### src/hw/cpuPkg.sv
`default_nettype none

package cpuPkg;

  // Datapath widths
  typedef logic [7:0]  byteT;
  typedef logic [15:0] addrT;   // also the program counter
  typedef logic [2:0]  regIdxT; // B C D E H L (HL) A
  typedef logic [7:0]  flagsT;

  // ----------------------------------------
  // Flag byte layout, low nibble reads zero
  localparam int flagZ = 7;
  localparam int flagN = 6;
  localparam int flagH = 5;
  localparam int flagC = 4;

  localparam flagsT flagsReset = 8'hB0;

endpackage

`default_nettype wire

### src/hw/isaPkg.sv
`default_nettype none

package isaPkg;

  // Low three codes follow the opcode ALU field
  typedef enum logic [3:0] {
    aluAdd  = 4'd0,
    aluAdc  = 4'd1,
    aluSub  = 4'd2,
    aluSbc  = 4'd3,
    aluAnd  = 4'd4,
    aluXor  = 4'd5,
    aluOr   = 4'd6,
    aluCp   = 4'd7,
    aluInc  = 4'd8,
    aluDec  = 4'd9,
    aluPass = 4'd10
  } aluOpT;

  typedef enum logic [2:0] {condNone, condNz, condZ, condNc, condC} condT;

  // Opcode bit fields
  localparam int fieldDst = 3; // bits 5:3, also ALU op
  localparam int fieldSrc = 0; // bits 2:0

  localparam logic [7:0] opNop  = 8'h00;
  localparam logic [7:0] opHalt = 8'h76;
  localparam logic [7:0] opJp   = 8'hC3;
  localparam logic [7:0] opJpNz = 8'hC2;
  localparam logic [7:0] opJpZ  = 8'hCA;
  localparam logic [7:0] opJpNc = 8'hD2;
  localparam logic [7:0] opJpC  = 8'hDA;

  // ----------------------------------------
  // Group masks, match when (op & mask) == value
  localparam logic [7:0] ldRrMask  = 8'hC0, ldRrMatch  = 8'h40;
  localparam logic [7:0] ldRnMask  = 8'hC7, ldRnMatch  = 8'h06;
  localparam logic [7:0] aluRMask  = 8'hC0, aluRMatch  = 8'h80;
  localparam logic [7:0] aluNMask  = 8'hC7, aluNMatch  = 8'hC6;
  localparam logic [7:0] incMask   = 8'hC7, incMatch   = 8'h04;
  localparam logic [7:0] decMask   = 8'hC7, decMatch   = 8'h05;

  localparam logic [2:0] regH  = 3'd4;
  localparam logic [2:0] regL  = 3'd5;
  localparam logic [2:0] regHl = 3'd6; // memory operand
  localparam logic [2:0] regA  = 3'd7;

endpackage

`default_nettype wire

### src/hw/execCtrlIf.sv
`timescale 1ns/10ps
`default_nettype none

interface execCtrlIf import cpuPkg::*, isaPkg::*;
  ();

  logic   issue;      // one-cycle strobe
  aluOpT  aluOp;
  regIdxT dst;
  regIdxT src;
  logic   useImm;
  byteT   imm;
  logic   writeReg;
  logic   writeFlags;
  logic   store;

  modport fetch (output issue, aluOp, dst, src, useImm, imm, writeReg, writeFlags, store);
  modport exec  (input  issue, aluOp, dst, src, useImm, imm, writeReg, writeFlags, store);

endinterface

`default_nettype wire

### src/hw/busPort.sv
`timescale 1ns/10ps
`default_nettype none

module busPort import cpuPkg::*;
(
  input  logic iClock,
  input  logic rstN,
  input  logic readReq,
  input  addrT pc,
  input  logic writeReq,
  input  addrT hlAddr,
  input  byteT storeData,
  output addrT memAddr,
  output logic memRead,
  output logic memWrite,
  output byteT memWData,
  output logic readIssued
);

  logic readHeld;  // read lost to a write last cycle
  logic readNow;

  assign readNow = readReq | readHeld;
  assign readIssued = memRead;

  // ----------------------------------------
  // Strobes, write wins a collision
  always_ff @(posedge iClock or negedge rstN)
  begin
    if (!rstN)
    begin
      memRead <= 1'b0;
      memWrite <= 1'b0;
      readHeld <= 1'b0;
    end
    else
    begin
      memWrite <= writeReq;
      memRead <= readNow & ~writeReq;
      readHeld <= readNow & writeReq;
    end
  end

  always_ff @(posedge iClock)
  begin
    if (writeReq)
    begin
      memAddr <= hlAddr;
      memWData <= storeData;
    end
    else if (readNow)
      memAddr <= pc; // PC is stable while a read is held
  end

endmodule

`default_nettype wire

### src/hw/execUnit.sv
`timescale 1ns/10ps
`default_nettype none

module execUnit import cpuPkg::*, isaPkg::*;
(
  input  logic iClock,
  input  logic rstN,
  execCtrlIf.exec ctrl,
  output flagsT flags,
  output logic writeReq,
  output addrT hlAddr,
  output byteT storeData
);

  byteT regFile [8]; // slot 6 is (HL), never written
  byteT acc;
  byteT opnd;
  byteT result;
  flagsT newFlags;
  logic carryIn;
  logic [8:0] sum9;
  logic [8:0] diff9;
  logic [4:0] halfSum;
  logic [4:0] halfDiff;

  assign acc = regFile[regA];
  assign opnd = ctrl.useImm ? ctrl.imm : regFile[ctrl.src];
  assign carryIn = (ctrl.aluOp == aluAdc || ctrl.aluOp == aluSbc) ? flags[flagC] : 1'b0;

  assign sum9 = {1'b0, acc} + {1'b0, opnd} + {8'd0, carryIn};
  assign diff9 = {1'b0, acc} - {1'b0, opnd} - {8'd0, carryIn};
  assign halfSum = {1'b0, acc[3:0]} + {1'b0, opnd[3:0]} + {4'd0, carryIn};
  assign halfDiff = {1'b0, acc[3:0]} - {1'b0, opnd[3:0]} - {4'd0, carryIn};

  // ----------------------------------------
  // ALU and flag rules
  always_comb
  begin
    result = opnd;
    newFlags = flags;
    case (ctrl.aluOp)
      aluAdd, aluAdc:
      begin
        result = sum9[7:0];
        newFlags[flagN] = 1'b0;
        newFlags[flagH] = halfSum[4];
        newFlags[flagC] = sum9[8];
      end
      aluSub, aluSbc, aluCp:
      begin
        result = diff9[7:0];
        newFlags[flagN] = 1'b1;
        newFlags[flagH] = halfDiff[4]; // borrow from bit 4
        newFlags[flagC] = diff9[8];
      end
      aluAnd:
      begin
        result = acc & opnd;
        newFlags[flagN] = 1'b0;
        newFlags[flagH] = 1'b1;
        newFlags[flagC] = 1'b0;
      end
      aluXor, aluOr:
      begin
        result = (ctrl.aluOp == aluXor) ? (acc ^ opnd) : (acc | opnd);
        newFlags[flagN] = 1'b0;
        newFlags[flagH] = 1'b0;
        newFlags[flagC] = 1'b0;
      end
      aluInc:
      begin
        result = opnd + 8'd1;
        newFlags[flagN] = 1'b0;
        newFlags[flagH] = (opnd[3:0] == 4'hF);
      end
      aluDec:
      begin
        result = opnd - 8'd1;
        newFlags[flagN] = 1'b1;
        newFlags[flagH] = (opnd[3:0] == 4'h0);
      end
      default: result = opnd; // plain load
    endcase
    newFlags[flagZ] = (result == 8'd0);
    newFlags[3:0] = 4'd0;
  end

  // Registers and flags
  always_ff @(posedge iClock or negedge rstN)
  begin
    if (!rstN)
    begin
      for (int i = 0; i < 8; i++)
        regFile[i] <= 8'd0;
      flags <= flagsReset;
    end
    else if (ctrl.issue)
    begin
      if (ctrl.writeReg && ctrl.aluOp != aluCp)
        regFile[ctrl.dst] <= result;
      if (ctrl.writeFlags)
        flags <= newFlags;
    end
  end

  // ----------------------------------------
  // Store request, bus port registers it
  assign writeReq = ctrl.issue & ctrl.store;
  assign hlAddr = {regFile[regH], regFile[regL]};
  assign storeData = regFile[ctrl.src];

endmodule

`default_nettype wire

### src/hw/gbCore.sv
`timescale 1ns/10ps
`default_nettype none

module gbCore import cpuPkg::*;
#(
  parameter addrT resetVector = 16'h0100
)
(
  input  logic iClock,
  input  logic rstN,
  input  byteT memData,
  output addrT memAddr,
  output logic memRead,
  output logic memWrite,
  output byteT memWData,
  output logic insnDone
);

  flagsT flags;
  logic readReq;
  logic readIssued;
  logic writeReq;
  addrT pc;
  addrT hlAddr;
  byteT storeData;

  execCtrlIf ctrlBus ();

  // ----------------------------------------
  insnFetch #(.resetVector(resetVector)) fetch0 (
    .iClock(iClock),
    .rstN(rstN),
    .memData(memData),
    .flags(flags),
    .readIssued(readIssued),
    .ctrl(ctrlBus.fetch),
    .readReq(readReq),
    .pc(pc),
    .insnDone(insnDone)
  );

  execUnit exec0 (
    .iClock(iClock),
    .rstN(rstN),
    .ctrl(ctrlBus.exec),
    .flags(flags),
    .writeReq(writeReq),
    .hlAddr(hlAddr),
    .storeData(storeData)
  );

  busPort bus0 (
    .iClock(iClock),
    .rstN(rstN),
    .readReq(readReq),
    .pc(pc),
    .writeReq(writeReq),
    .hlAddr(hlAddr),
    .storeData(storeData),
    .memAddr(memAddr),
    .memRead(memRead),
    .memWrite(memWrite),
    .memWData(memWData),
    .readIssued(readIssued)
  );

endmodule

`default_nettype wire

### src/hw/insnFetch.sv
`timescale 1ns/10ps
`default_nettype none

module insnFetch import cpuPkg::*, isaPkg::*;
#(
  parameter addrT resetVector = 16'h0100
)
(
  input  logic iClock,
  input  logic rstN,
  input  byteT memData,
  input  flagsT flags,
  input  logic readIssued,
  execCtrlIf.fetch ctrl,
  output logic readReq,
  output addrT pc,
  output logic insnDone
);

  typedef enum logic [2:0] {
    fetchReq, fetchWait, fetchCapture, immReq, immWait, immCapture, execute, halted
  } fetchStateT;

  fetchStateT state;
  byteT opcode;
  byteT decOp;
  byteT immLo;
  byteT immHi;
  logic [1:0] immLeft;
  logic [1:0] immNeeded;
  logic isJump;
  logic isHalt;
  logic condMet;
  condT cond;

  // Opcode arrives straight from the bus in the capture cycle
  assign decOp = (state == fetchCapture) ? memData : opcode;

  // ----------------------------------------
  // Decode
  always_comb
  begin
    ctrl.aluOp = aluPass;
    ctrl.dst = decOp[fieldDst +: 3];
    ctrl.src = decOp[fieldSrc +: 3];
    ctrl.useImm = 1'b0;
    ctrl.writeReg = 1'b0;
    ctrl.writeFlags = 1'b0;
    ctrl.store = 1'b0;
    immNeeded = 2'd0;
    isJump = 1'b0;
    isHalt = 1'b0;
    cond = condNone;
    if (decOp == opHalt)
      isHalt = 1'b1;
    else if (decOp == opJp || decOp == opJpNz || decOp == opJpZ || decOp == opJpNc ||
             decOp == opJpC)
    begin
      isJump = 1'b1;
      immNeeded = 2'd2;
      case (decOp)
        opJpNz: cond = condNz;
        opJpZ: cond = condZ;
        opJpNc: cond = condNc;
        opJpC: cond = condC;
        default: cond = condNone;
      endcase
    end
    else if ((decOp & ldRrMask) == ldRrMatch)
    begin
      // LD (HL),r is a store, LD r,(HL) is not supported
      if (ctrl.dst == regHl && ctrl.src != regHl)
        ctrl.store = 1'b1;
      else if (ctrl.dst != regHl && ctrl.src != regHl)
        ctrl.writeReg = 1'b1;
    end
    else if ((decOp & ldRnMask) == ldRnMatch && ctrl.dst != regHl)
    begin
      ctrl.useImm = 1'b1;
      ctrl.writeReg = 1'b1;
      immNeeded = 2'd1;
    end
    else if (((decOp & aluRMask) == aluRMatch && ctrl.src != regHl) ||
             (decOp & aluNMask) == aluNMatch)
    begin
      ctrl.aluOp = aluOpT'({1'b0, decOp[fieldDst +: 3]});
      ctrl.dst = regA;
      ctrl.writeReg = 1'b1; // CP is filtered in the execute unit
      ctrl.writeFlags = 1'b1;
      if ((decOp & aluNMask) == aluNMatch)
      begin
        ctrl.useImm = 1'b1;
        immNeeded = 2'd1;
      end
    end
    else if (((decOp & incMask) == incMatch || (decOp & decMask) == decMatch) &&
             ctrl.dst != regHl)
    begin
      ctrl.aluOp = ((decOp & incMask) == incMatch) ? aluInc : aluDec;
      ctrl.src = ctrl.dst;
      ctrl.writeReg = 1'b1;
      ctrl.writeFlags = 1'b1;
    end
  end

  always_comb
  begin
    case (cond)
      condNz: condMet = ~flags[flagZ];
      condZ: condMet = flags[flagZ];
      condNc: condMet = ~flags[flagC];
      condC: condMet = flags[flagC];
      default: condMet = 1'b1;
    endcase
  end

  assign ctrl.imm = immLo;
  assign ctrl.issue = (state == execute);
  assign insnDone = (state == execute);
  assign readReq = (state == fetchReq) || (state == immReq);

  // ----------------------------------------
  // Fetch FSM and program counter
  always_ff @(posedge iClock or negedge rstN)
  begin
    if (!rstN)
    begin
      state <= fetchReq;
      pc <= resetVector;
      immLeft <= 2'd0;
    end
    else
    begin
      case (state)
        fetchReq: state <= fetchWait;
        fetchWait: if (readIssued) state <= fetchCapture; // a store may hold the read
        fetchCapture:
        begin
          pc <= pc + 16'd1;
          immLeft <= immNeeded;
          state <= (immNeeded != 2'd0) ? immReq : execute;
        end
        immReq: state <= immWait;
        immWait: if (readIssued) state <= immCapture;
        immCapture:
        begin
          pc <= pc + 16'd1;
          immLeft <= immLeft - 2'd1;
          state <= (immLeft == 2'd1) ? execute : immReq;
        end
        execute:
        begin
          if (isJump && condMet)
            pc <= {immHi, immLo};
          state <= isHalt ? halted : fetchReq;
        end
        default: state <= halted; // only reset leaves
      endcase
    end
  end

  always_ff @(posedge iClock)
  begin
    if (state == fetchCapture)
      opcode <= memData;
    if (state == immCapture)
    begin
      if (immLeft == immNeeded)
        immLo <= memData; // low byte first
      else
        immHi <= memData;
    end
  end

endmodule

`default_nettype wire

### config.mk
export PLATFORM = sky130hd
export DESIGN_NAME = gbCore
export DESIGN_NICKNAME = d
export VERILOG_FILES = /design/src/hw/cpuPkg.sv /design/src/hw/isaPkg.sv /design/src/hw/execCtrlIf.sv /design/src/hw/busPort.sv /design/src/hw/execUnit.sv /design/src/hw/gbCore.sv /design/src/hw/insnFetch.sv
export SDC_FILE = /design/constraint.sdc
export NUM_CORES = 1
export LEC_CHECK = 0
export BUFFER_PORTS_ARGS = -buffer_cell sky130_fd_sc_hd__buf_2
export CORE_MARGIN = 1.5
export CORE_UTILIZATION = 47
export CTS_CLUSTER_SIZE = 20
export DETAILED_ROUTE_END_ITERATION = 12
export GPL_ROUTABILITY_DRIVEN = 0
export HOLD_SLACK_MARGIN = 0.15
export PLACE_DENSITY = 0.62
export SLEW_MARGIN = 40
export SYNTH_ARGS = -nofsm -noshare
export SYNTH_HDL_FRONTEND = slang
export SYNTH_SLANG_ARGS = --single-unit
### constraint.sdc
create_clock -name iClock -period 7.45 [get_ports iClock]
set_input_delay 0 -clock iClock [delete_from_list [all_inputs] [get_ports iClock]]
set_output_delay 0 -clock iClock [all_outputs]
set_load 0.03 [all_outputs]
==> reports/results.env, run 1 <==
CLOCK_TREE.ROOT_CELL='sky130_fd_sc_hd__clkbuf_16'
NUM_ANTENNA_CELLS=0
POST-ROUTE-DRC-COUNT=0
MULTIINPUTGATEAREA_UM2=4400
MIN_FROM='exec0.regFile[10]'
CLKSINKCOUNT=138
REG2REG_DEPTH=22
FINALCLOCKSKEW_NS=0.0101
FINAL_NET_COUNT=919
TOTALNEGATIVESETUPSLACK_NS=0
FILL_CELLS=1489
WHS_ENDPOINT='exec0.regFile[10]'
CTS-HTREE-LEVELS=4
DRT_PASS1_ITERATIONS=5
DIE_WIDTH_UM=136
TIMING.FINAL.HOLD_VIOLATIONS=0
CRIT_CHAIN='nor3b_4 > mux2i_1 > nand3_1 > a211oi_1 > o41ai_2 > a21oi_1 > or2_1 > inv_1 > fa_1 > inv_1 > ha_1 > o21ai_0 > nand3b_1 > a21o_1 > a21oi_1 > o21ai_0 > xor2_1 > a221o_1 > nor2_1 > a22o_1 > a21oi_4 > mux2_1'
PATH_CLK_SLEW_NS=0.06
NUMPORTBUFFERS=36
HOLD_PATH_CLASS='register to register'
START_UTIL=0.482
CP.REQUIRED_NS=7.76
YOSYS-TOP-CELLS-COUNT='sky130_fd_sc_hd__dfrtp_1 (87), sky130_fd_sc_hd__nand2_1 (82), sky130_fd_sc_hd__a21oi_1 (72)'
TOP_CELLS_BY_AREA_IN_THE_SYNTHESIZED_NETLIST='sky130_fd_sc_hd__dfrtp_1 (26%), sky130_fd_sc_hd__edfxtp_1 (14%), sky130_fd_sc_hd__mux2_2 (7.0%)'
GRTUSAGETOTAL=0.265
DRIVE_ABOVE_1_SHARE=0.189
PLACEMENTROWS=48
PATH_MAX_FANOUT=19
FIRST_GLOBAL_VIAS=6562
BOUNDARYPINS=37
SYNTH-WARNING-COUNT=0
GRT_MAX_DEGREE=78
SYNTH_FP_NETS=880
GRT_OVERFLOW=0
GRT_FIRST_PASS_WIRELENGTH_MM=36.8
INITIAL_ANTENNA_VIOLATION_COUNT=0
DRT-INITIAL-DRC-COUNT=861
MOST_USED_STANDARD_CELL_BY_INSTANCE_COUNT_AFTER_SYNTHESIS='sky130_fd_sc_hd__dfrtp_1'
INSERTION_DELAY_NS=0.43
CRITICAL_PATH_CLASS='register to register'
WORST_SLEW_PIN_SLEW_NS=0.768
CTS_BUFFERS=17
ANT_NETS=0
SYNTHESIS.AREA_PER_INSTANCE_UM2=10.1
SETUP_VIOL=0
TIMING.CRITICAL_PATH.SLOWEST_STAGE_CELL='sky130_fd_sc_hd__nor3b_4'
WORST_EP_ARRIVAL_TIME_NS=6.91
VIA_PER_INST=6.21
CRIT-REG2REG-LAUNCH='fetch0.state[2]'
RUN_STATUS='completed'
DETAILROUTE.VIA_COUNT=6852
SHARE_OF_THE_CLOCK_PERIOD_USED_BY_THE_WORST_PATH_AFTER_LAYOUT=0.886
DR_WL_MET2_MM=11.1
MET3_WIRELENGTH_MM=1.47
YOSYS.AREA.TOP_TYPE='sky130_fd_sc_hd__dfrtp_1'
GRT_SETUP_UNREPAIRED='no'
COREAREA_UM2=17300
SEQ_AREA_FRAC_SYNTH=0.434
AREAGROWTHSYNTHTOFINISH_PCT=13.3
TIMING.CRITICAL_PATH.SLOWEST_CELL_DELAY_NS=0.68
YOSYS_MOST_USED_DFF='sky130_fd_sc_hd__dfrtp_1'
WL_MM=23.9
MAX_CAP_VIOLATIONS=0
TRITONCTS='done'
HOLDPATHSTAGES=0
SEQUENTIAL_CELL_AREA_UM2=3620
FIN_CRIT_NS=6.60
SYN_INST=827
WORSTREG2REGEND='exec0.regFile[39]'
CLK_PATH_BUF_DEPTH=2
WL_MET1_MM=10.4
SETUP.WORST_PATH.END_CLASS='register'
SLEW-LIMIT-HEADROOM=0.473
YOSYS_REGISTER_BITS=138
HPWLAFTERDP_MM=17.1
CRITPATHLAUNCHTYPE='register'
RRSETUPSLACK_NS=0.85
FINALMAXSLEWVIOLATIONS=0
FP.DIEAREA_UM2=18500
SYNTH_EDF_COUNT=40
FMAX_MHz=152
ROUTEDWLPERCELL_UM=21.6
CHIPHEIGHT_UM=136
SYNTH.DISTINCT_CELLS=84
SYNTH_AREA_UM2=8330
HIGHEST_LAYER='met4'
ASR_FLOP_RATIO_SYNTH=0.652
SYNTH_LARGEST_TYPE_AREA_FRACTION=0.261
==> sequential cells by signal, summed over array words and instances, names as in the netlist, 2 cells and up <==
name             count
bus0.memAddr        16
bus0.memWData        8
exec0.acc            8
exec0.flags          2
exec0.hlAddr        16
exec0.regFile       40
fetch0.ctrl.imm      8
fetch0.immHi         8
fetch0.immLeft       2
fetch0.opcode        8
fetch0.pc           16
fetch0.state         3
==> cell type report <==
type	count	area share
inverter	42	0.0167
clock inverter	13	0.0166
timing repair buffer	58	0.0402
sequential	138	0.383
clock buffer	19	0.0469
multi-input combinational	609	0.466
tap	225	0.0298
==> layer usage <==
| layer | up-vias | global-route usage |
|---|---|---|
| li1 | 3108 | - |
| met1 | 3383 | 0.360 |
| met2 | 292 | 0.420 |
| met3 | 69 | 0.0462 |
| met4 | 0 | 0.109 |
| met5 | - | 0 |
==> what timing repair did <==
| item | CTS | global route |
|---|---|---|
| resized for setup | 0 | 0 |
| hold buffers | 11 | 0 |
| endpoints found under the hold margin | 110 | 0 |
| setup buffers | 0 | 0 |
| setup endpoints to repair | 0 | 0 |
==> kinds of logic after synthesis <==
| kind of cell | synth area share |
|---|---|
| muxes | 0.113 |
| xor gates and xnor gates | 0.0219 |
| and+or+nand+nor | 0.136 |
| DFF | 0.434 |
| AOI/OAI and AO/OA | 0.185 |
| adders and majority gates | 0.0691 |
| buffers and inverters | 0.0407 |
==> stage by stage <==
step | instance area, um^2 | worst slack (ns) | std cells | hold slack [ns] | util
after floorplan | 8330 | 2.22 | 827 | -0.296 | -
after global placement | 8700 | 1.08 | 1061 | -0.124 | 0.503
after detailed placement | 8710 | 1.03 | 1061 | -0.120 | 0.504
after CTS | 9420 | 0.965 | 1104 | 0.367 | 0.545
after global routing | 9440 | 0.475 | 1104 | 0.393 | 0.546
final | 9440 | 0.850 | 1104 | 0.378 | 0.546
==> layout by cell type (no fill, tap or decap), types with 9 or more instances in the layout <==
master                          count
sky130_fd_sc_hd__o211ai_1          10
sky130_fd_sc_hd__o22ai_1           14
sky130_fd_sc_hd__o21ai_0           51
sky130_fd_sc_hd__xnor2_1           10
sky130_fd_sc_hd__nand2_1           82
sky130_fd_sc_hd__nand2b_1          11
sky130_fd_sc_hd__dfrtp_1           87
sky130_fd_sc_hd__buf_2             35
sky130_fd_sc_hd__dlygate4sd3_1     11
sky130_fd_sc_hd__clkbuf_16         17
sky130_fd_sc_hd__buf_4             11
sky130_fd_sc_hd__nor2_1            44
sky130_fd_sc_hd__inv_1             41
sky130_fd_sc_hd__xor2_1             9
sky130_fd_sc_hd__a21oi_1           72
sky130_fd_sc_hd__mux2_2            52
sky130_fd_sc_hd__nand3_1           28
sky130_fd_sc_hd__edfxtp_1          40
sky130_fd_sc_hd__ha_1              38
sky130_fd_sc_hd__nor3_1            10
sky130_fd_sc_hd__mux2i_1           26
==> how the worst max path moves through the flow <==
stage	start	endpoint	slack, ns	depth (start not counted)
final	fetch0.state[2]	exec0.regFile[39]	0.85	22
after global routing	fetch0.state[2]	exec0.regFile[39]	0.47	22
after CTS	fetch0.state[2]	exec0.flags[7]	0.97	19
after detailed placement	fetch0.state[2]	exec0.flags[7]	1.03	19
after global placement	fetch0.state[2]	exec0.flags[7]	1.08	19
after floorplan	fetch0.state[2]	exec0.regFile[39]	2.22	23
==> worst max-delay path: cells and delay by family (launching register included) <==
| kind | cells | cell delay [ns] |
|---|---|---|
| mux | 2 | 0.95 |
| compound gates | 10 | 2.17 |
| fa+ha+maj | 2 | 0.77 |
| xor+xnor | 1 | 0.16 |
| simple gates | 5 | 1.65 |
| buf+inv | 2 | 0.20 |
| flops | 1 | 0.59 |
Power of run 1 is left out: the tool's default activity adds up to more than one toggle a clock period on the data nets, which glitch-free logic cannot reach.
==> run 2, diff against run 1 <==
--- a/config.mk
+++ b/config.mk
@@ -7,12 +7,13 @@
 export LEC_CHECK = 0
 export BUFFER_PORTS_ARGS = -buffer_cell sky130_fd_sc_hd__buf_2
 export CORE_MARGIN = 1.5
-export CORE_UTILIZATION = 47
+export CORE_UTILIZATION = 30
 export CTS_CLUSTER_SIZE = 20
 export DETAILED_ROUTE_END_ITERATION = 12
 export GPL_ROUTABILITY_DRIVEN = 0
 export HOLD_SLACK_MARGIN = 0.15
-export PLACE_DENSITY = 0.62
+export PLACE_DENSITY = 0.43
+export RECOVER_POWER = 50
 export SLEW_MARGIN = 40
 export SYNTH_ARGS = -nofsm -noshare
 export SYNTH_HDL_FRONTEND = slang
==> run 2 against run 1 <==
Register-to-register slack gained 0.03 ns. First-iteration DRC count shrank 53%. Global-route usage fell by 7.0 points. Non-clock buffer count increased by 5. Critical path depth is the same. Sequential share of layout area down 0.65 points. The run now ends with capacitance limit, slew limit left. Count of clock-buffer cells in the layout grew 1. Hold slack got worse by 0.0024 ns. Utilization down 19 points. Wire length up 13%. Setup slack improved by 0.034 ns. Flip-flop and latch count unchanged.
==> reports/results.env, run 2 (synthesis results as in run 1) <==
CRIT-REG2REG-LAUNCH='fetch0.state[0]'
FINAL_NET_COUNT=924  # +0.54%
MAX_CAP_VIOLATIONS=2  # +2
GLOBAL_ROUTE.PEAK_USAGE_LAYER='met2'
CP.REQUIRED_NS=7.75  # about the same
LAYOUT.CELLS.MOST_COMMON_LIST='sky130_fd_sc_hd__dfrtp_1 (87), sky130_fd_sc_hd__nand2_1 (82), sky130_fd_sc_hd__a21oi_1 (72)'
MIN_FROM='exec0.regFile[9]'
CHIPHEIGHT_UM=170  # +25%
PATH_MAX_FANOUT=15  # -4
DRIVE_ABOVE_1_SHARE=0.148  # -0.0407
TIMING.FINAL.HOLD_VIOLATIONS=0  # unchanged
CLK_PATH_BUF_DEPTH=2  # unchanged
FIRST_GLOBAL_VIAS=6489  # -1.1%
CRITICAL_PATH_CLASS='register to register'
SHARE_OF_THE_CLOCK_PERIOD_USED_BY_THE_WORST_PATH_AFTER_LAYOUT=0.881  # -0.00457
DRT-INITIAL-DRC-COUNT=405  # -53%
FILL_CELLS=2789  # +87%
GRT_OVERFLOW=0  # unchanged
FINALCLOCKSKEW_NS=0.0104  # +0.000295 ns
PLACEMENTROWS=60  # +25%
RUN_STATUS='finished with violations'
LARGEST_REGISTER_FFS=40  # unchanged
SETUP_WS_NS=0.885  # +0.0341 ns
WORST_SLEW_PIN_SLEW_NS=3.24  # +2.47 ns
GRT_SETUP_UNREPAIRED='no'
DETAILEDPLACE.WORSTSLACK_NS=1.12  # +0.0904 ns
CTS_HOLD_BUFFERS=11  # unchanged
POSTLAYOUTCOREUTIL=0.354  # -0.191
SLEW-LIMIT-HEADROOM=-1.16  # -1.63
FIN_CRIT_NS=6.57  # -0.0341 ns
HOLD_PATH_CLASS='register to register'
COREAREA_UM2=27100  # +57%
POST-CTS-SETUP-BUFFER-COUNT=0  # unchanged
HPWLAFTERDP_MM=19.4  # +13%
CLOCK_TREE.ROOT_CELL='sky130_fd_sc_hd__clkbuf_16'
USE_MET3=0.0319  # -0.0143
CLKSINKCOUNT=138  # unchanged
INITIAL_ANTENNA_VIOLATION_COUNT=1  # +1
DRT_PASS1_ITERATIONS=5  # unchanged
CTS_BUFFERS=17  # unchanged
MET2_USAGE=0.301  # -0.119
CTS-HTREE-LEVELS=4  # unchanged
DIE_WIDTH_UM=170  # +25%
MULTIINPUTGATEAREA_UM2=4390  # -0.34%
TOTALNEGATIVESETUPSLACK_NS=0  # unchanged
CTS_REPAIR_RESIZE_COUNT=0  # unchanged
INSERTION_DELAY_NS=0.42  # about the same
PATH_CLK_SLEW_NS=0.07  # about the same
TIMING.CRITICAL_PATH.SLOWEST_STAGE_CELL='sky130_fd_sc_hd__mux2i_1'
CRITICAL_PATH_ORIGIN='fetch0.state[0]'
VIA_PER_INST=5.22  # -16%
REG2REG_DEPTH=22  # unchanged
LAYOUT.CELLS.MOST_COMMON='sky130_fd_sc_hd__dfrtp_1'
WL_MM=26.9  # +13%
AREAGROWTHSYNTHTOFINISH_PCT=15.2
HOLD_WS_NS=0.376  # -0.00238 ns
RRSETUPSLACK_NS=0.88  # +0.03 ns
WHS_ENDPOINT='exec0.regFile[9]'
SETUP_VIOL=0  # unchanged
HOLDPATHSTAGES=0  # unchanged
WORSTREG2REGEND='exec0.regFile[39]'
DETAILROUTE.VIA_COUNT=6557  # -4.3%
BOUNDARYPINS=37  # unchanged
ROUTEDWLPERCELL_UM=21.4  # -0.92%
FP.DIEAREA_UM2=28800  # +55%
ANT_NETS=0  # unchanged
NUM_ANTENNA_CELLS=0  # unchanged
TRITONCTS='done'
NUMPORTBUFFERS=36  # unchanged
CRITPATHLAUNCHTYPE='register'
TIMING.CRITICAL_PATH.SLOWEST_CELL_DELAY_NS=0.69  # about the same
VIOLATED_CHECKS='capacitance limit, slew limit'
POST-ROUTE-DRC-COUNT=0  # unchanged
WORST_EP_ARRIVAL_TIME_NS=6.87  # -0.04 ns
CRIT_CHAIN='nor3b_1 > mux2i_1 > nand3_1 > a211oi_1 > o41ai_2 > a21oi_1 > or2_1 > inv_1 > fa_1 > inv_1 > ha_1 > o21ai_0 > nand3b_1 > a21o_1 > a21oi_1 > o21ai_0 > xor2_1 > a221o_1 > nor2_1 > a22o_1 > a21oi_4 > mux2_1'
GRT_MET1_USE=0.281  # -0.0794
GRT_MAX_DEGREE=59  # -24%
GRT_FIRST_PASS_WIRELENGTH_MM=41.4  # +13%
FMAX_MHz=152  # +0.52%
GRTUSAGETOTAL=0.195  # -0.0700
SEQUENTIAL_CELL_AREA_UM2=3620  # unchanged
SETUP.WORST_PATH.END_CLASS='register'
LARGEST_REGISTER='exec0.regFile'
START_UTIL=0.307  # -0.174
FINALMAXSLEWVIOLATIONS=90  # +90
## run 2: changes by cell type in the layout (fill, tap and decap cells not counted), sizes merged
cell         before  now
buf              47   15
bufinv            2    4
clkbuf           19   58
clkinv            3    6
dlygate4sd3      11   10
inv              49   43
## run 2: layout make-up
class | instances | area share
flip-flops and latches | 138 | 0.377
clock inverters | 12 | 0.0180
multi-input cells | 609 | 0.457
clock buffers | 20 | 0.0465
repair buffers | 63 | 0.0368
well taps | 372 | 0.0485
inverters | 42 | 0.0164
## run 2: metrics by stage
stage	cell area [um^2]	std cells
final	9600	1256
after global routing	9600	1256
after CTS	9670	1256
after detailed placement	8930	1213
after global placement	8920	1213
after floorplan	8330	827
## run 2: how the worst max path moves through the flow
stage / end / slack [ns] / cells past startpoint
3_3_place_gp: exec0.flags[7] / 1.16 / 19
5_1_grt: exec0.regFile[39] / 0.39 / 22
6_report: exec0.regFile[39] / 0.88 / 22
4_1_cts: exec0.regFile[39] / 1.07 / 23
3_5_place_dp: exec0.regFile[39] / 1.12 / 23
2_1_floorplan: exec0.regFile[39] / 2.22 / 23
## run 2: worst max-delay path: cells and delay by family, from the launching register on
kind / cells / cell delay [ns]
fa+ha+maj: 2 / 0.76
compound gates: 10 / 2.22
mux: 2 / 1.01
simple gates: 5 / 1.54
xor+xnor: 1 / 0.16
flops: 1 / 0.53
buf+inv: 2 / 0.20
## run 2: metal layers
| metal | vias to the layer above | part of all wire |
|---|---|---|
| met5 | - | 0 |
| met4 | 0 | 0.021 |
| met3 | 33 | 0.040 |
| met2 | 158 | 0.45 |
| met1 | 3244 | 0.49 |
| li1 | 3122 | - |
Power of run 2 is left out for the same reason.
==> run 3, diff against run 2 <==
--- a/config.mk
+++ b/config.mk
@@ -5,12 +5,14 @@
 export SDC_FILE = /design/constraint.sdc
 export NUM_CORES = 1
 export LEC_CHECK = 0
+export ABC_AREA = 1
 export BUFFER_PORTS_ARGS = -buffer_cell sky130_fd_sc_hd__buf_2
 export CORE_MARGIN = 1.5
 export CORE_UTILIZATION = 30
 export CTS_CLUSTER_SIZE = 20
 export DETAILED_ROUTE_END_ITERATION = 12
 export GPL_ROUTABILITY_DRIVEN = 0
+export GPL_TIMING_DRIVEN = 1
 export HOLD_SLACK_MARGIN = 0.15
 export PLACE_DENSITY = 0.43
 export RECOVER_POWER = 50
==> run 3 against run 2 <==
The flow still finishes with violations (capacitance limit, slew limit). Clock skew up 0.0043 ns. Synthesized area up 1.5%. Count of clock-buffer cells in the layout down 2. First-iteration DRC count up 45%. Critical path depth up 9. Wire length down 2.3%. Fmax up 6.4%. Flip-flop and latch count unchanged. Non-clock buffer count down 11. Via count up 7.4%. Final cell count up 20%.
==> reports/results.env, run 3 <==
RRSETUPSLACK_NS=1.28  # +0.39 ns
CRIT-REG2REG-LAUNCH='fetch0.state[2]'
LARGEST_REGISTER='exec0.regFile'
SYN_INST=1074  # +30%
YOSYS_MOST_USED_DFF='sky130_fd_sc_hd__dfrtp_1'
POST-CTS-SETUP-BUFFER-COUNT=0  # unchanged
GRTUSAGETOTAL=0.190  # -0.00523
VIOLATED_CHECKS='capacitance limit, slew limit'
RUN_STATUS='finished with violations'
INSTANCES_NO_FILL=1501  # +20%
COREAREA_UM2=27800  # +2.5%
POST-ROUTE-DRC-COUNT=0  # unchanged
PATH_MAX_FANOUT=31  # +16
MOST_USED_STANDARD_CELL_BY_INSTANCE_COUNT_AFTER_SYNTHESIS='sky130_fd_sc_hd__nand2_1'
WORST-PATH-BUF-INV=3  # +1
TOTALNEGATIVESETUPSLACK_NS=0  # unchanged
SEQUENTIAL_CELL_AREA_UM2=3620  # unchanged
TIMING.FINAL.HOLD_VIOLATIONS=0  # unchanged
CP.REQUIRED_NS=7.75  # about the same
CTS_HOLD_BUFFERS=11  # unchanged
CLOCK_TREE.ROOT_CELL='sky130_fd_sc_hd__clkbuf_16'
SYNTH_LARGEST_TYPE_AREA_FRACTION=0.257  # -0.00398
REG2REG_DEPTH=31  # +41%
DRT-INITIAL-DRC-COUNT=588  # +45%
FP.DIEAREA_UM2=29200  # +1.5%
IRDROPWORSTVDD_V=0.000159
FIRST_GLOBAL_VIAS=6758  # +4.1%
SHARE_COMB_OF_TOTAL_POWER=0.012
TIMING.CRITICAL_PATH.MODE_CELL='sky130_fd_sc_hd__nand2_1'
CLKSINKCOUNT=138  # unchanged
SETUP_WS_NS=1.28  # +0.392 ns
GRT_SETUP_UNREPAIRED='no'
GRT_FIRST_PASS_WIRELENGTH_MM=40.9  # -1.2%
HOLD_PATH_CLASS='register to register'
TRITONCTS='done'
NUMPLACEDINSTANCES=1458  # +20%
DETAILROUTE.VIA_COUNT=7040  # +7.4%
DETAILEDPLACE.WORSTSLACK_NS=1.79  # +0.672 ns
FILL_CELLS=3041  # +9.0%
LARGEST_REGISTER_FFS=40  # unchanged
POWER.SHARE.SEQUENTIAL=0.473
YOSYS-TOP-CELLS-COUNT='sky130_fd_sc_hd__nand2_1 (278), sky130_fd_sc_hd__inv_1 (148), sky130_fd_sc_hd__o21ai_0 (95)'
CTS_BUFFERS=17  # unchanged
ROUTEDWLPERCELL_UM=17.5  # -18%
INSERTION_DELAY_NS=0.43  # about the same
WORST_EP_ARRIVAL_TIME_NS=6.47  # -0.40 ns
START_UTIL=0.304  # -0.00289
POWER_FRAC_CLOCK=0.515
GLOBAL_ROUTE.PEAK_USAGE_LAYER='met2'
SYNTH_EDF_COUNT=40  # unchanged
FINALMAXSLEWVIOLATIONS=67  # -26%
INITIAL_ANTENNA_VIOLATION_COUNT=0  # -1
CELLINTERNALPOWER_uW=1280
SYNTHESIS.AREA_PER_INSTANCE_UM2=7.88  # -22%
CRITICAL_PATH_CLASS='register to register'
DRIVE_ABOVE_1_SHARE=0.0935  # -0.0547
CHIPHEIGHT_UM=171  # +0.76%
FINALCLOCKSKEW_NS=0.0146  # +0.00426 ns
POWER.LEAKAGE_uW=0.00436
TOP_CELLS_BY_AREA_IN_THE_SYNTHESIZED_NETLIST='sky130_fd_sc_hd__dfrtp_1 (26%), sky130_fd_sc_hd__edfxtp_1 (14%), sky130_fd_sc_hd__nand2_1 (12%)'
HPWLAFTERDP_MM=19.6  # +0.70%
PATH_CLK_SLEW_NS=0.06  # about the same
CRITPATHLAUNCHTYPE='register'
TIMING.CRITICAL_PATH.SLOWEST_STAGE_CELL='sky130_fd_sc_hd__fa_1'
NUM_ANTENNA_CELLS=0  # unchanged
CTS-HTREE-LEVELS=4  # unchanged
POWER-PER-CELL-AREA_nW_PER_UM2=172
TIMING.CRITICAL_PATH.SLOWEST_CELL_DELAY_NS=0.59  # -0.10 ns
GRT_OVERFLOW=0  # unchanged
MAX_CAP_VIOLATIONS=1  # -1
HOLDPATHSTAGES=0  # unchanged
FIN_CRIT_NS=6.17  # -0.392 ns
POST-ROUTE-CELL-AREA_UM2=9580  # -0.21%
SETUP.WORST_PATH.END_CLASS='register'
DIE_WIDTH_UM=171  # +0.76%
FMAX_MHz=162  # +6.4%
YOSYS_REGISTER_BITS=138  # unchanged
ASR_FLOP_RATIO_SYNTH=0.652  # unchanged
MULTIINPUTGATEAREA_UM2=4030  # -8.2%
LAYOUT.CELLS.MOST_COMMON='sky130_fd_sc_hd__nand2_1'
GRT_MET1_USE=0.274  # -0.00641
WL_MM=26.3  # -2.3%
SLEW-LIMIT-HEADROOM=-1.53  # -0.374
SYNTH-WARNING-COUNT=0  # unchanged
SETUP_VIOL=0  # unchanged
BOUNDARYPINS=37  # unchanged
CLK_PATH_BUF_DEPTH=2  # unchanged
VIA_PER_INST=4.69  # -10%
DPL-INSTANCE-AREA_UM2=8980  # +0.55%
SYNTH_AREA_UM2=8460  # +1.5%
ANT_NETS=0  # unchanged
SWSHARE=0.223
DRT_PASS1_ITERATIONS=6  # +1
LAYOUT.CELLS.MOST_COMMON_LIST='sky130_fd_sc_hd__nand2_1 (281), sky130_fd_sc_hd__inv_1 (148), sky130_fd_sc_hd__o21ai_0 (95)'
TIMING.CRITICAL_PATH.MAX_DELAY_FAMILY='simple AND/OR/NAND/NOR gates'
PLACEMENTROWS=61  # +1.7%
WORST_SLEW_PIN_SLEW_NS=3.80  # +0.560 ns
USE_MET3=0.0259  # -0.00604
NET-SWITCHING-POWER_uW=367
SYNTH_FP_NETS=1127  # +28%
SYNTH.DISTINCT_CELLS=52  # -38%
GRT_MAX_DEGREE=67  # +14%
NUMPORTBUFFERS=36  # unchanged
WHS_ENDPOINT='exec0.regFile[11]'
MIN_FROM='exec0.regFile[11]'
SEQ_AREA_FRAC_SYNTH=0.428  # -0.00662
AREAGROWTHSYNTHTOFINISH_PCT=13.3
YOSYS.AREA.TOP_TYPE='sky130_fd_sc_hd__dfrtp_1'
MET2_USAGE=0.293  # -0.00762
CTS_REPAIR_RESIZE_COUNT=0  # unchanged
SHARE_OF_THE_CLOCK_PERIOD_USED_BY_THE_WORST_PATH_AFTER_LAYOUT=0.829  # -0.0526
FINAL_NET_COUNT=1163  # +26%
WORSTREG2REGEND='exec0.regFile[63]'
run 3: worst reg2reg max path: cells and delay by family (launching register included):
kind / cells / cell delay [ns]
and+or+nand+nor: 19 / 3.15
AOI/OAI and AO/OA: 7 / 1.45
adders and majority gates: 2 / 0.75
DFF: 1 / 0.42
buffers and inverters: 3 / 0.30
run 3: layout make-up:
type                    instances  share of cell area
clock buffers                  18              0.0448
clock inverters                14              0.0155
inverters                     163              0.0639
multi-input cells             738               0.420
flip-flops and latches        138               0.378
well taps                     378              0.0494
repair buffers                 52              0.0286
run 3: how the worst max path moves through the flow:
stage / start / to / slack [ns] / cells after the start
4_1_cts: fetch0.state[2] / exec0.regFile[63] / 1.77 / 31
5_1_grt: fetch0.state[2] / exec0.regFile[55] / 0.53 / 31
3_5_place_dp: fetch0.state[2] / exec0.acc[7] / 1.79 / 31
2_1_floorplan: fetch0.state[0] / exec0.acc[7] / 3.04 / 34
3_3_place_gp: fetch0.state[2] / exec0.acc[7] / 1.92 / 31
6_report: fetch0.state[2] / exec0.regFile[63] / 1.28 / 31
run 3: power by group through the flow:
| stage | registers, uW | logic, uW | clock network (uW) |
|---|---|---|---|
| 5_1_grt | 776 | 22.6 | 899 |
| 3_5_place_dp | 791 | 17.7 | 0 |
| 2_1_floorplan | 792 | 0.277 | 0 |
| 3_3_place_gp | 791 | 17.4 | 0 |
| 4_1_cts | 777 | 23.4 | 861 |
| 6_report | 777 | 19.7 | 846 |
run 3: stage by stage:
step | utilization | hold slack, ns | total power, uW
finish | 0.345 | 0.372 | 1640
global route | 0.345 | 0.389 | 1700
CTS | 0.348 | 0.318 | 1660
detailed placement | 0.323 | -0.0529 | 809
global placement | 0.323 | -0.0578 | 809
floorplan | - | -0.296 | 792
run 3: cells by family (layout without fill, tap and decap cells):
group	after synthesis	after routing	share of synthesized area
buffers and inverters	198	247	0.0947
AO/OA/AOI/OAI	179	179	0.124
flip-flops	138	138	0.428
AND/OR/NAND/NOR	498	498	0.267
XOR/XNOR	18	18	0.0186
adder cells (fa/ha/maj)	43	43	0.0680
run 3: per-layer routing:
| metal | routed length [um] | part of all wire |
|---|---|---|
| met5 | 0 | 0 |
| met4 | 561 | 0.021 |
| met3 | 853 | 0.032 |
| met2 | 11700 | 0.44 |
| met1 | 13200 | 0.50 |
Power figures use the tool's default switching activity.
